`src/logic/evr_pkg.sv`:
```
`default_nettype none

package evr_pkg;

    localparam int SYM_W         = 8;
    localparam int EV_W          = 8;
    localparam int MMR_ADDR_W    = 8;
    localparam int MMR_DATA_W    = 32;
    localparam int PAYLOAD_BYTES = 4;
    localparam int BYTE_CNT_W    = $clog2(PAYLOAD_BYTES);

    typedef logic [SYM_W-1:0]      sym_byte_t;
    typedef logic [EV_W-1:0]       ev_code_t;
    typedef logic [MMR_ADDR_W-1:0] mmr_addr_t;
    typedef logic [MMR_DATA_W-1:0] mmr_data_t;

    // Sticky link flags, reported in SR bits 3 to 1
    typedef struct packed {
        logic delay_seen;
        logic topo_seen;
        logic frame_abort;
    } link_status_t;

    // Symbols, K flag noted per symbol
    localparam sym_byte_t BEACON_SYM      = 8'h7E;
    localparam sym_byte_t COMMA_SYM       = 8'hBC;
    localparam sym_byte_t FRAME_START_SYM = 8'h1C;

    // Shared-data message types
    localparam sym_byte_t MSG_DELAY = 8'h01;
    localparam sym_byte_t MSG_TOPO  = 8'h02;

    // Register map
    localparam mmr_addr_t REG_SR         = 8'h00;
    localparam mmr_addr_t REG_CR         = 8'h04;
    localparam mmr_addr_t REG_CR_S       = 8'h08;
    localparam mmr_addr_t REG_CR_C       = 8'h0C;
    localparam mmr_addr_t REG_TOPO_ID    = 8'h10;
    localparam mmr_addr_t REG_LINK_DELAY = 8'h14;
    localparam mmr_addr_t REG_TGT_DELAY  = 8'h18;
    localparam mmr_addr_t REG_DELAY_DIFF = 8'h1C;
    localparam mmr_addr_t REG_BEACON_CNT = 8'h20;

    localparam logic [1:0] AXI_RESP_OKAY = 2'b00;

endpackage

`default_nettype wire

```
`src/logic/evr_core.sv`:
```
`timescale 1ns/1ps
`default_nettype none

module evr_core
    import evr_pkg::*;
(
    input  logic               rx_clk,
    input  logic               app_rst,

    input  logic               aligned_i,
    input  logic [2*SYM_W-1:0] rx_data_i,
    input  logic [1:0]         rx_charisk_i,

    input  mmr_addr_t          mmr_araddr_i,
    input  logic               mmr_arvalid_i,
    output logic               mmr_arready_o,
    output mmr_data_t          mmr_rdata_o,
    output logic [1:0]         mmr_rresp_o,
    output logic               mmr_rvalid_o,
    input  logic               mmr_rready_i,
    input  mmr_addr_t          mmr_awaddr_i,
    input  logic               mmr_awvalid_i,
    output logic               mmr_awready_o,
    input  mmr_data_t          mmr_wdata_i,
    input  logic               mmr_wvalid_i,
    output logic               mmr_wready_o,
    output logic [1:0]         mmr_bresp_o,
    output logic               mmr_bvalid_o,
    input  logic               mmr_bready_i,

    output ev_code_t           ev_o
);

    logic         beacon;
    sym_byte_t    sh_byte;
    logic         sh_isk;
    logic         sh_valid;
    logic         ev_ena;
    mmr_data_t    link_delay;
    mmr_data_t    topo_id;
    link_status_t link_status;
    mmr_data_t    beacon_cnt;

    evr_symbol_decode decode_i (
        .rx_clk       (rx_clk),
        .app_rst      (app_rst),
        .aligned_i    (aligned_i),
        .rx_data_i    (rx_data_i),
        .rx_charisk_i (rx_charisk_i),
        .ev_ena_i     (ev_ena),
        .ev_o         (ev_o),
        .beacon_o     (beacon),
        .sh_byte_o    (sh_byte),
        .sh_isk_o     (sh_isk),
        .sh_valid_o   (sh_valid)
    );

    evr_link_parser parser_i (
        .rx_clk        (rx_clk),
        .app_rst       (app_rst),
        .sh_byte_i     (sh_byte),
        .sh_isk_i      (sh_isk),
        .sh_valid_i    (sh_valid),
        .beacon_i      (beacon),
        .link_delay_o  (link_delay),
        .topo_id_o     (topo_id),
        .link_status_o (link_status),
        .beacon_cnt_o  (beacon_cnt)
    );

    evr_mmr_regs regs_i (
        .rx_clk        (rx_clk),
        .app_rst       (app_rst),
        .aligned_i     (aligned_i),
        .mmr_araddr_i  (mmr_araddr_i),
        .mmr_arvalid_i (mmr_arvalid_i),
        .mmr_arready_o (mmr_arready_o),
        .mmr_rdata_o   (mmr_rdata_o),
        .mmr_rresp_o   (mmr_rresp_o),
        .mmr_rvalid_o  (mmr_rvalid_o),
        .mmr_rready_i  (mmr_rready_i),
        .mmr_awaddr_i  (mmr_awaddr_i),
        .mmr_awvalid_i (mmr_awvalid_i),
        .mmr_awready_o (mmr_awready_o),
        .mmr_wdata_i   (mmr_wdata_i),
        .mmr_wvalid_i  (mmr_wvalid_i),
        .mmr_wready_o  (mmr_wready_o),
        .mmr_bresp_o   (mmr_bresp_o),
        .mmr_bvalid_o  (mmr_bvalid_o),
        .mmr_bready_i  (mmr_bready_i),
        .link_delay_i  (link_delay),
        .topo_id_i     (topo_id),
        .link_status_i (link_status),
        .beacon_cnt_i  (beacon_cnt),
        .ev_ena_o      (ev_ena)
    );

endmodule

`default_nettype wire

```
`src/logic/evr_link_parser.sv`:
```
`timescale 1ns/1ps
`default_nettype none

module evr_link_parser
    import evr_pkg::*;
(
    input  logic         rx_clk,
    input  logic         app_rst,

    input  sym_byte_t    sh_byte_i,
    input  logic         sh_isk_i,
    input  logic         sh_valid_i,

    input  logic         beacon_i,

    output mmr_data_t    link_delay_o,
    output mmr_data_t    topo_id_o,
    output link_status_t link_status_o,
    output mmr_data_t    beacon_cnt_o
);

    typedef enum logic [1:0] {
        ST_IDLE,
        ST_TYPE,
        ST_PAYLOAD
    } state_t;

    state_t                       state;
    logic [BYTE_CNT_W-1:0]        byte_cnt;
    sym_byte_t                    msg_type;
    logic [MMR_DATA_W-SYM_W-1:0]  pay_sr;

    logic      is_start;
    logic      last_byte;
    mmr_data_t payload;

    assign is_start  = sh_isk_i && (sh_byte_i == FRAME_START_SYM);
    assign last_byte = byte_cnt == BYTE_CNT_W'(PAYLOAD_BYTES - 1);

    // Final byte completes the word, MSB first
    assign payload = {pay_sr, sh_byte_i};

    always_ff @(posedge rx_clk) begin
        if (app_rst) begin
            state         <= ST_IDLE;
            byte_cnt      <= '0;
            link_delay_o  <= '0;
            topo_id_o     <= '0;
            link_status_o <= '0;
            beacon_cnt_o  <= '0;
        end
        else begin
            if (beacon_i) begin
                beacon_cnt_o <= beacon_cnt_o + mmr_data_t'(1);
            end

            if (!sh_valid_i) begin
                state <= ST_IDLE;
            end
            else if (state != ST_IDLE && sh_isk_i) begin
                // K symbol inside a frame, a start marker restarts at once
                link_status_o.frame_abort <= 1'b1;
                state <= is_start ? ST_TYPE : ST_IDLE;
            end
            else begin
                case (state)
                    ST_IDLE: begin
                        if (is_start) begin
                            state <= ST_TYPE;
                        end
                    end
                    ST_TYPE: begin
                        byte_cnt <= '0;
                        state    <= ST_PAYLOAD;
                    end
                    ST_PAYLOAD: begin
                        byte_cnt <= byte_cnt + BYTE_CNT_W'(1);
                        if (last_byte) begin
                            state <= ST_IDLE;
                            case (msg_type)
                                MSG_DELAY: begin
                                    link_delay_o             <= payload;
                                    link_status_o.delay_seen <= 1'b1;
                                end
                                MSG_TOPO: begin
                                    topo_id_o               <= payload;
                                    link_status_o.topo_seen <= 1'b1;
                                end
                                // Unknown type, frame dropped
                                default: ;
                            endcase
                        end
                    end
                    default: state <= ST_IDLE;
                endcase
            end
        end
    end

    // Frame contents
    always_ff @(posedge rx_clk) begin
        if (sh_valid_i && !sh_isk_i) begin
            if (state == ST_TYPE) begin
                msg_type <= sh_byte_i;
            end
            if (state == ST_PAYLOAD) begin
                pay_sr <= {pay_sr[MMR_DATA_W-2*SYM_W-1:0], sh_byte_i};
            end
        end
    end

endmodule

`default_nettype wire

```
`src/logic/evr_mmr_regs.sv`:
```
`timescale 1ns/1ps
`default_nettype none

module evr_mmr_regs
    import evr_pkg::*;
(
    input  logic         rx_clk,
    input  logic         app_rst,

    input  logic         aligned_i,

    // AXI4-Lite read channels
    input  mmr_addr_t    mmr_araddr_i,
    input  logic         mmr_arvalid_i,
    output logic         mmr_arready_o,
    output mmr_data_t    mmr_rdata_o,
    output logic [1:0]   mmr_rresp_o,
    output logic         mmr_rvalid_o,
    input  logic         mmr_rready_i,

    // AXI4-Lite write channels
    input  mmr_addr_t    mmr_awaddr_i,
    input  logic         mmr_awvalid_i,
    output logic         mmr_awready_o,
    input  mmr_data_t    mmr_wdata_i,
    input  logic         mmr_wvalid_i,
    output logic         mmr_wready_o,
    output logic [1:0]   mmr_bresp_o,
    output logic         mmr_bvalid_o,
    input  logic         mmr_bready_i,

    input  mmr_data_t    link_delay_i,
    input  mmr_data_t    topo_id_i,
    input  link_status_t link_status_i,
    input  mmr_data_t    beacon_cnt_i,

    output logic         ev_ena_o
);

    logic      rd_busy;
    mmr_addr_t rd_addr;
    mmr_data_t rd_mux;

    logic      aw_done;
    logic      w_done;
    mmr_addr_t wr_addr;
    mmr_data_t wr_data;

    mmr_data_t tgt_delay;
    logic      ev_ena;

    assign mmr_rresp_o = AXI_RESP_OKAY;
    assign mmr_bresp_o = AXI_RESP_OKAY;
    assign ev_ena_o    = ev_ena;

    always_comb begin
        case (rd_addr)
            REG_SR:         rd_mux = mmr_data_t'({link_status_i, aligned_i});
            REG_CR:         rd_mux = mmr_data_t'(ev_ena);
            REG_TOPO_ID:    rd_mux = topo_id_i;
            REG_LINK_DELAY: rd_mux = link_delay_i;
            REG_TGT_DELAY:  rd_mux = tgt_delay;
            REG_DELAY_DIFF: rd_mux = tgt_delay - link_delay_i;
            REG_BEACON_CNT: rd_mux = beacon_cnt_i;
            default:        rd_mux = '0;
        endcase
    end

    always_ff @(posedge rx_clk) begin
        if (app_rst) begin
            mmr_arready_o <= 1'b0;
            mmr_rvalid_o  <= 1'b0;
            mmr_awready_o <= 1'b0;
            mmr_wready_o  <= 1'b0;
            mmr_bvalid_o  <= 1'b0;
            rd_busy       <= 1'b0;
            aw_done       <= 1'b0;
            w_done        <= 1'b0;
            tgt_delay     <= '0;
            ev_ena        <= 1'b0;
        end
        else begin
            // Read side, one access in flight
            mmr_arready_o <= 1'b0;
            if (mmr_arvalid_i && !rd_busy) begin
                rd_addr       <= mmr_araddr_i;
                rd_busy       <= 1'b1;
                mmr_arready_o <= 1'b1;
            end

            if (rd_busy && !mmr_rvalid_o) begin
                mmr_rvalid_o <= 1'b1;
                mmr_rdata_o  <= rd_mux;
            end

            if (mmr_rvalid_o && mmr_rready_i) begin
                mmr_rvalid_o <= 1'b0;
                rd_busy      <= 1'b0;
            end

            // Write side, AW and W captured independently
            mmr_awready_o <= 1'b0;
            if (mmr_awvalid_i && !aw_done) begin
                wr_addr       <= mmr_awaddr_i;
                aw_done       <= 1'b1;
                mmr_awready_o <= 1'b1;
            end

            mmr_wready_o <= 1'b0;
            if (mmr_wvalid_i && !w_done) begin
                wr_data      <= mmr_wdata_i;
                w_done       <= 1'b1;
                mmr_wready_o <= 1'b1;
            end

            if (aw_done && w_done && !mmr_bvalid_o) begin
                mmr_bvalid_o <= 1'b1;
            end

            if (mmr_bvalid_o && mmr_bready_i) begin
                mmr_bvalid_o <= 1'b0;
                aw_done      <= 1'b0;
                w_done       <= 1'b0;
                case (wr_addr)
                    REG_CR:   ev_ena <= wr_data[0];
                    REG_CR_S: ev_ena <= ev_ena | wr_data[0];
                    REG_CR_C: ev_ena <= ev_ena & ~wr_data[0];
                    REG_TGT_DELAY: begin
                        // Target must lie beyond the measured delay
                        if (wr_data > link_delay_i) begin
                            tgt_delay <= wr_data;
                        end
                    end
                    default: ;
                endcase
            end

            // No events without a link
            if (!aligned_i) begin
                ev_ena <= 1'b0;
            end
        end
    end

endmodule

`default_nettype wire

```
`src/logic/evr_symbol_decode.sv`:
```
`timescale 1ns/1ps
`default_nettype none

module evr_symbol_decode
    import evr_pkg::*;
(
    input  logic                 rx_clk,
    input  logic                 app_rst,

    input  logic                 aligned_i,
    input  logic [2*SYM_W-1:0]   rx_data_i,
    input  logic [1:0]           rx_charisk_i,

    input  logic                 ev_ena_i,

    output ev_code_t             ev_o,
    output logic                 beacon_o,

    output sym_byte_t            sh_byte_o,
    output logic                 sh_isk_o,
    output logic                 sh_valid_o
);

    sym_byte_t lo_byte;
    logic      lo_isk;
    logic      lo_beacon;
    logic      lo_event;

    // Low lane carries events and beacons
    assign lo_byte = rx_data_i[SYM_W-1:0];
    assign lo_isk  = rx_charisk_i[0];

    assign lo_beacon = !lo_isk && (lo_byte == BEACON_SYM);

    // Zero is the null code, K symbols are never events
    assign lo_event = ev_ena_i
                   && !lo_isk
                   && (lo_byte != '0)
                   && (lo_byte != BEACON_SYM);

    always_ff @(posedge rx_clk) begin
        if (app_rst) begin
            ev_o       <= '0;
            beacon_o   <= 1'b0;
            sh_valid_o <= 1'b0;
        end
        else begin
            ev_o       <= '0;
            beacon_o   <= 1'b0;
            sh_valid_o <= aligned_i;

            if (aligned_i) begin
                beacon_o <= lo_beacon;
                if (lo_event) begin
                    ev_o <= ev_code_t'(lo_byte);
                end
            end
        end
    end

    // High lane goes to the parser as is
    always_ff @(posedge rx_clk) begin
        if (aligned_i) begin
            sh_byte_o <= rx_data_i[2*SYM_W-1:SYM_W];
            sh_isk_o  <= rx_charisk_i[1];
        end
    end

endmodule

`default_nettype wire

```
`config.mk`:
```
export PLATFORM = sky130hd
export DESIGN_NAME = evr_core
export DESIGN_NICKNAME = d
export VERILOG_FILES = /design/src/logic/evr_pkg.sv /design/src/logic/evr_core.sv /design/src/logic/evr_link_parser.sv /design/src/logic/evr_mmr_regs.sv /design/src/logic/evr_symbol_decode.sv
export SDC_FILE = /design/constraint.sdc
export NUM_CORES = 1
export LEC_CHECK = 0
export BUFFER_PORTS_ARGS = -buffer_cell sky130_fd_sc_hd__buf_2
export CAP_MARGIN = 15
export CORE_MARGIN = 10
export CORE_UTILIZATION = 45
export CTS_CLUSTER_DIAMETER = 60
export DETAILED_ROUTE_END_ITERATION = 8
export GPL_TIMING_DRIVEN = 0
export RECOVER_POWER = 100
export SLEW_MARGIN = 20
export SYNTH_ARGS = -nofsm -noshare
export SYNTH_HDL_FRONTEND = slang
export SYNTH_HIERARCHICAL = 1
export SYNTH_SLANG_ARGS = --single-unit
```
`constraint.sdc`:
```
create_clock -name rx_clk -period 4.4 [get_ports rx_clk]
set_input_delay 0 -clock rx_clk [delete_from_list [all_inputs] [get_ports rx_clk]]
set_output_delay 0 -clock rx_clk [all_outputs]
set_load 0.01 [all_outputs]
```
Yosys cells after proc, flatten, opt, wreduce, memory -nomap -nowiden
Index checks and enable logic that the tools add are counted.
{"block": "word_totals", "ff_bits": 275, "input_bits": 74, "output_inout_bits": 49}
{"block": "classes", "addsub": 3, "magnitude_cmp": 1, "eq_ne": 20, "muxes": 11, "bitwise_logic": 8, "reduce_logical": 46}
{"cell": "$pmux W32 S7", "count": 1}
{"cell": "$eq A8 B5 Y1 const B", "count": 6}
{"cell": "$add A32 B1 Y32 const B", "count": 1}
{"cell": "$gt A32 B32 Y1", "count": 1}
{"cell": "$sub A32 B32 Y32", "count": 1}
{"cell": "$reduce_and A2 Y1", "count": 9}
{"cell": "$eq A8 B3 Y1 const B", "count": 2}
{"cell": "$eq A8 B4 Y1 const B", "count": 2}
{"cell": "$logic_and A1 B1 Y1", "count": 15}
{"cell": "$reduce_and A5 Y1", "count": 2}
{"cell": "$eq A8 B1 Y1 const B", "count": 1}
{"cell": "$eq A8 B2 Y1 const B", "count": 1}
{"cell": "$eq A8 B6 Y1 const B", "count": 1}
{"cell": "$eq A8 B7 Y1 const B", "count": 1}
{"cell": "$logic_not A8 Y1", "count": 1}
{"cell": "$ne A8 B7 Y1 const B", "count": 1}
{"cell": "$reduce_bool A8 Y1", "count": 1}
{"cell": "$reduce_or A2 Y1", "count": 4}
{"cell": "$logic_not A1 Y1", "count": 7}
{"cell": "$mux W2", "count": 3}
{"cell": "$ne A3 B1 Y1 const B", "count": 2}
{"cell": "$not A1 Y1", "count": 6}
{"cell": "$pmux W2 S3", "count": 1}
{"cell": "$reduce_and A3 Y1", "count": 2}
{"cell": "other kinds (12)", "count": 17}

Depth between registers and ports, before layout
{"block": "depth", "depth_word": 6, "depth_mapped": 11}

Modules after synthesis
The synthesis kept the hierarchy.
{"mod": "evr_mmr_regs", "instances": 1, "cells_per_inst": 808, "area_each_um2": 7913.8, "seq_area_each_um2": 3223.1}
{"mod": "evr_link_parser", "instances": 1, "cells_per_inst": 558, "area_each_um2": 5325.1, "seq_area_each_um2": 3022.9}
{"mod": "evr_symbol_decode", "instances": 1, "cells_per_inst": 43, "area_each_um2": 658.1, "seq_area_each_um2": 470.5}

Least setup slack after synthesis
No wires, ideal clock.
{"block": "synth_timing", "path_type": "register to register", "startpoint": "reg regs_i.rd_busy", "endpoint": "reg regs_i.mmr_rdata_o[0], enable pin", "setup_time_ps": 468, "arrival_ps": 2777, "required_ps": 3932, "setup_slack_ps": 1155, "stages_incl_launch_ff": 2, "path_buffers": 0, "period_less_slack_ps": 3245, "cell_sequence": "dfxtp_1 -> nor3b_1"}
{"block": "synth_via", "elab_chain_len": 2}
{"element": "start: declaration", "line_no": "evr_mmr_regs.sv:40", "source": "logic rd_busy;"}
{"element": "start signal: assignment", "line_no": "evr_mmr_regs.sv:76", "source": "rd_busy <= 1'b0;"}
{"element": "start signal: assignment", "line_no": "evr_mmr_regs.sv:87", "source": "rd_busy <= 1'b1;"}
{"element": "start signal: assignment", "line_no": "evr_mmr_regs.sv:98", "source": "rd_busy <= 1'b0;"}
{"element": "$logic_and A1 B1 Y1", "line_no": "evr_mmr_regs.sv:91", "source": "if (rd_busy && !mmr_rvalid_o) begin"}
{"element": "$reduce_and A2 Y1 (no line)"}
{"element": "end signal: assignment", "line_no": "evr_mmr_regs.sv:93", "source": "mmr_rdata_o <= rd_mux;"}
{"element": "end: declaration", "line_no": "evr_mmr_regs.sv:16", "source": "output mmr_data_t mmr_rdata_o,"}
No other way between the ends.
A chain may end at the register's enable or synchronous reset.

Worst setup path after layout
{"block": "layout_timing", "startpoint": "reg regs_i.rd_addr[5]", "endpoint": "reg regs_i.mmr_rdata_o[16] (data pin)"}
{"block": "layout_via", "elab_chain_len": 2, "elab_cells_between_ends": 8, "cone_classes": "6 x eq/ne; 1 x mux; 1 x reduce/logical"}
{"element": "start: declaration", "line_no": "evr_mmr_regs.sv:41", "source": "mmr_addr_t rd_addr;"}
{"element": "start signal: assignment", "line_no": "evr_mmr_regs.sv:86", "source": "rd_addr <= mmr_araddr_i;"}
{"element": "$eq A8 B6 Y1 (tied with other cells)", "line_no": "evr_mmr_regs.sv:57", "source": "case (rd_addr)"}
{"element": "$pmux W32 S7 (*)", "line_no": "evr_mmr_regs.sv:57"}
{"element": "via regs_i.rd_mux[16]", "line_no": "evr_mmr_regs.sv:42", "source": "mmr_data_t rd_mux;"}
Mark *: on every way through the listed nets, which the timed path passes. The rest lies on a longest branch.

==> flow_summary.yaml <==
critical_path:
  path_buf_inv: 2
  crit_path_frequent_cell: "clkbuf_1"
  required_ns: 4.69
  critPathMaxStageDelay_ns: 0.73
  critPathLaunchType: "flop"
  endpoint_kind: "flop"
  critPathTopFamily: "simple AND/OR/NAND/NOR gates"
  arrival_ns: 3.79
  cp_max_fo: 10
  critPathKind: "flop to flop"
  critPathSlowestCell: "or4b_1"
  crit_chain: "or4b_1 > nor3_4 > and2_0 > clkbuf_1 > clkbuf_1 > a222oi_1 > o21ai_0"
cells_and_area:
  layout.cells.non_filler: 2075
  n_antenna_cell: 0
  postLayoutCoreUtil: 0.551
  areaGrowthSynthToFinish_pct: 20.9
  fin_nets: 1799
  drive_gt1_frac: 0.0917
clocking:
  cts_root_buffer: "clkbuf_16"
  cts_num_sinks: 275
  numCtsBuffers: 30
  post-cts-setup-buffer-count: 0
  cts_tree: "done"
  path_clk_slew_ns: 0.06
  htreeDepth: 1
  cts_resized: 0
  cts_buffer_depth: 3
  clk_latency_ns: 0.57
place:
  port_buffers: 118
  dpl.hpwl_microns: 34000
  dp_cells: 1935
  gp_congestion: 0.926
sta:
  finalSetupViolCount: 0
  whs_ns: 0.131
  setup-tns-final_ns: 0
  tightest_slew_ns: 1.47
  final.setup_skew_ns: 0.0135
  post-route-period-util: 0.794
  fmax_mhz: 286
  slew_viol_final: 0
  finalCriticalPeriod_ns: 3.50
  rsz0062_at_grt: "no"
  relSlewSlack: 0.0207
  hold_violations: 0
logic_synthesis:
  synth_commonest_cells: "154 x dfxtp_1, 135 x a21oi_1, 122 x o21ai_0"
  synth_edf_count: 121
  ys_seq_area_frac: 0.483
  synth_warnings: 6
  synthesis.area_sq_um: 13900
  ys_ff_latch: 275
  async_flop_share: 0
  netlist_top_cells_area: "edfxtp_1 26%, dfxtp_1 22%, ha_1 6.2%, a21oi_1 4.9%, o21ai_0 4.4%"
  yosys.area.top_type: "edfxtp_1"
  synthDistinctLibCells: 78
  synth.avg_cell_area_sq_um: 9.86
  yosys_most_used_dff: "dfxtp_1"
  syn_inst: 1409
  synth.top_cell.area_share: 0.261
  yosysMostFrequentCell: "dfxtp_1"
min_path:
  hold_class: "input port to flop"
grt:
  grt_pass1_wl_microns: 67100
  grt_usage: 0.221
  grt_max_degree: 16
  grt_remaining_overflow: 0
  antenna_found_initial: 0
  grt_pass1_vias: 11684
die:
  rows: 64
  start_util: 0.456
  core_sq_um: 30500
  die_x_microns: 196
  dieArea_sq_um: 38300
  fp.dieH_microns: 196
  io_pins: 123
power_and_ir_drop:
  p_leak_nw: 5.91
  p_clk_frac: 0.470
  p_comb_frac: 0.043
  fin_total_pwr_mw: 5.62
  pwr-share-seq: 0.487
  power_switching_share: 0.215
  powerDensity_nw_per_um2: 335
  max-vdd-ir-drop_mv: 0.313
  p_int_mw: 4.42
  power_switching_mw: 1.21
run:
  cap_viol_max_count: 0
route:
  route.met2.wl_microns: 20800
  viasPerCell: 5.76
  drt_wl_total_microns: 44300
  drt_iter0_markers: 939
  routedWlPerCell_microns: 21.4
  drc_errors: 0
  drtPass1Iterations: 5
  antenna_left: 0
  met3_length_microns: 3010
  top_layer: "met4"
  num_vias: 11954
  wl_met1_microns: 19100
outcome:
  status: "finished clean"
[routing by layer]
| layer | up-vias | global-route usage |
|---|---|---|
| li1 | 5727 | - |
| met1 | 5760 | 0.283 |
| met2 | 393 | 0.370 |
| met3 | 74 | 0.0419 |
| met4 | 0 | 0.0690 |
| met5 | - | 0 |
[cell usage in the layout (no fill, tap or decap), types with 22 or more instances in the layout]
cell / instances
a21oi_1: 135
inv_1: 61
nand2b_1: 74
nor2_1: 52
clkbuf_16: 30
xnor2_1: 22
ha_1: 69
nand3_1: 82
nand4_1: 27
dlygate4sd3_1: 84
mux2i_1: 40
clkbuf_1: 132
nand2_1: 63
buf_2: 78
o21ai_0: 123
dfxtp_1: 154
edfxtp_1: 121
a22oi_1: 23
[state kept, by name, summed over array words and instances (netlist names), 24 cells and up]
register	flops
regs_i/mmr_rdata_o	32
parser_i/pay_sr	24
parser_i/link_delay_o	32
parser_i/beacon_cnt_o	32
parser_i/topo_id_o	32
regs_i/wr_data	32
regs_i/tgt_delay	32
[layout make-up]
| type | instances | area [sq um] |
|---|---|---|
| fill | 2758 | 13700 |
| sequential | 275 | 6720 |
| multi-input combinational | 983 | 6500 |
| timing repair buffer | 211 | 1410 |
| clock buffer | 35 | 800 |
| tap | 396 | 495 |
| buffer | 93 | 397 |
| clock inverter | 21 | 248 |
| inverter | 61 | 229 |
[cell families (layout without fill, tap and decap cells)]
group / Yosys count / after routing / share of synthesized area
adders and majority gates: 70 / 70 / 0.0636
DFF: 275 / 275 / 0.483
muxes: 49 / 49 / 0.0369
buffers and inverters: 154 / 421 / 0.0471
xor gates and xnor gates: 36 / 36 / 0.0227
AOI/OAI and AO/OA: 405 / 405 / 0.179
other: 1 / 4 / 0.000270
and+or+nand+nor: 419 / 419 / 0.167
[power by group through the flow]
stage               Combinational (mW)  Clock, mW  Sequential, mW
floorplan                       0.0920          0            2.79
global placement                 0.181          0            2.80
detailed placement               0.192          0            2.79
CTS                              0.245       2.69            2.74
global route                     0.264       2.80            2.74
finish                           0.239       2.64            2.74
[repair_timing]
item,4_1_cts,5_1_grt
endpoints found under the hold margin,100,0
endpoints found under the setup margin,0,0
hold buffers,84,0
[worst paths after layout]
check                                           from                     end  slack [ns]  cells after the start
worst max-delay path               regs_i/rd_addr[5]  regs_i/mmr_rdata_o[16]        0.90                      7
worst min-delay path                 mmr_awaddr_i[4]       regs_i/wr_addr[4]        0.13                      2
worst max register to register     regs_i/rd_addr[5]  regs_i/mmr_rdata_o[16]        0.90                      7
worst min register to register  parser_i/byte_cnt[1]    parser_i/byte_cnt[1]        0.46                      2
[stage by stage]
step	setup WS (ns)	instance area, sq um
final	0.905	16800
after floorplan	1.16	13900
after CTS	1.35	17000
after global routing	0.624	16800
after global placement	-0.928	15000
after detailed placement	1.38	15100
(Power assumes the default switching activity.)
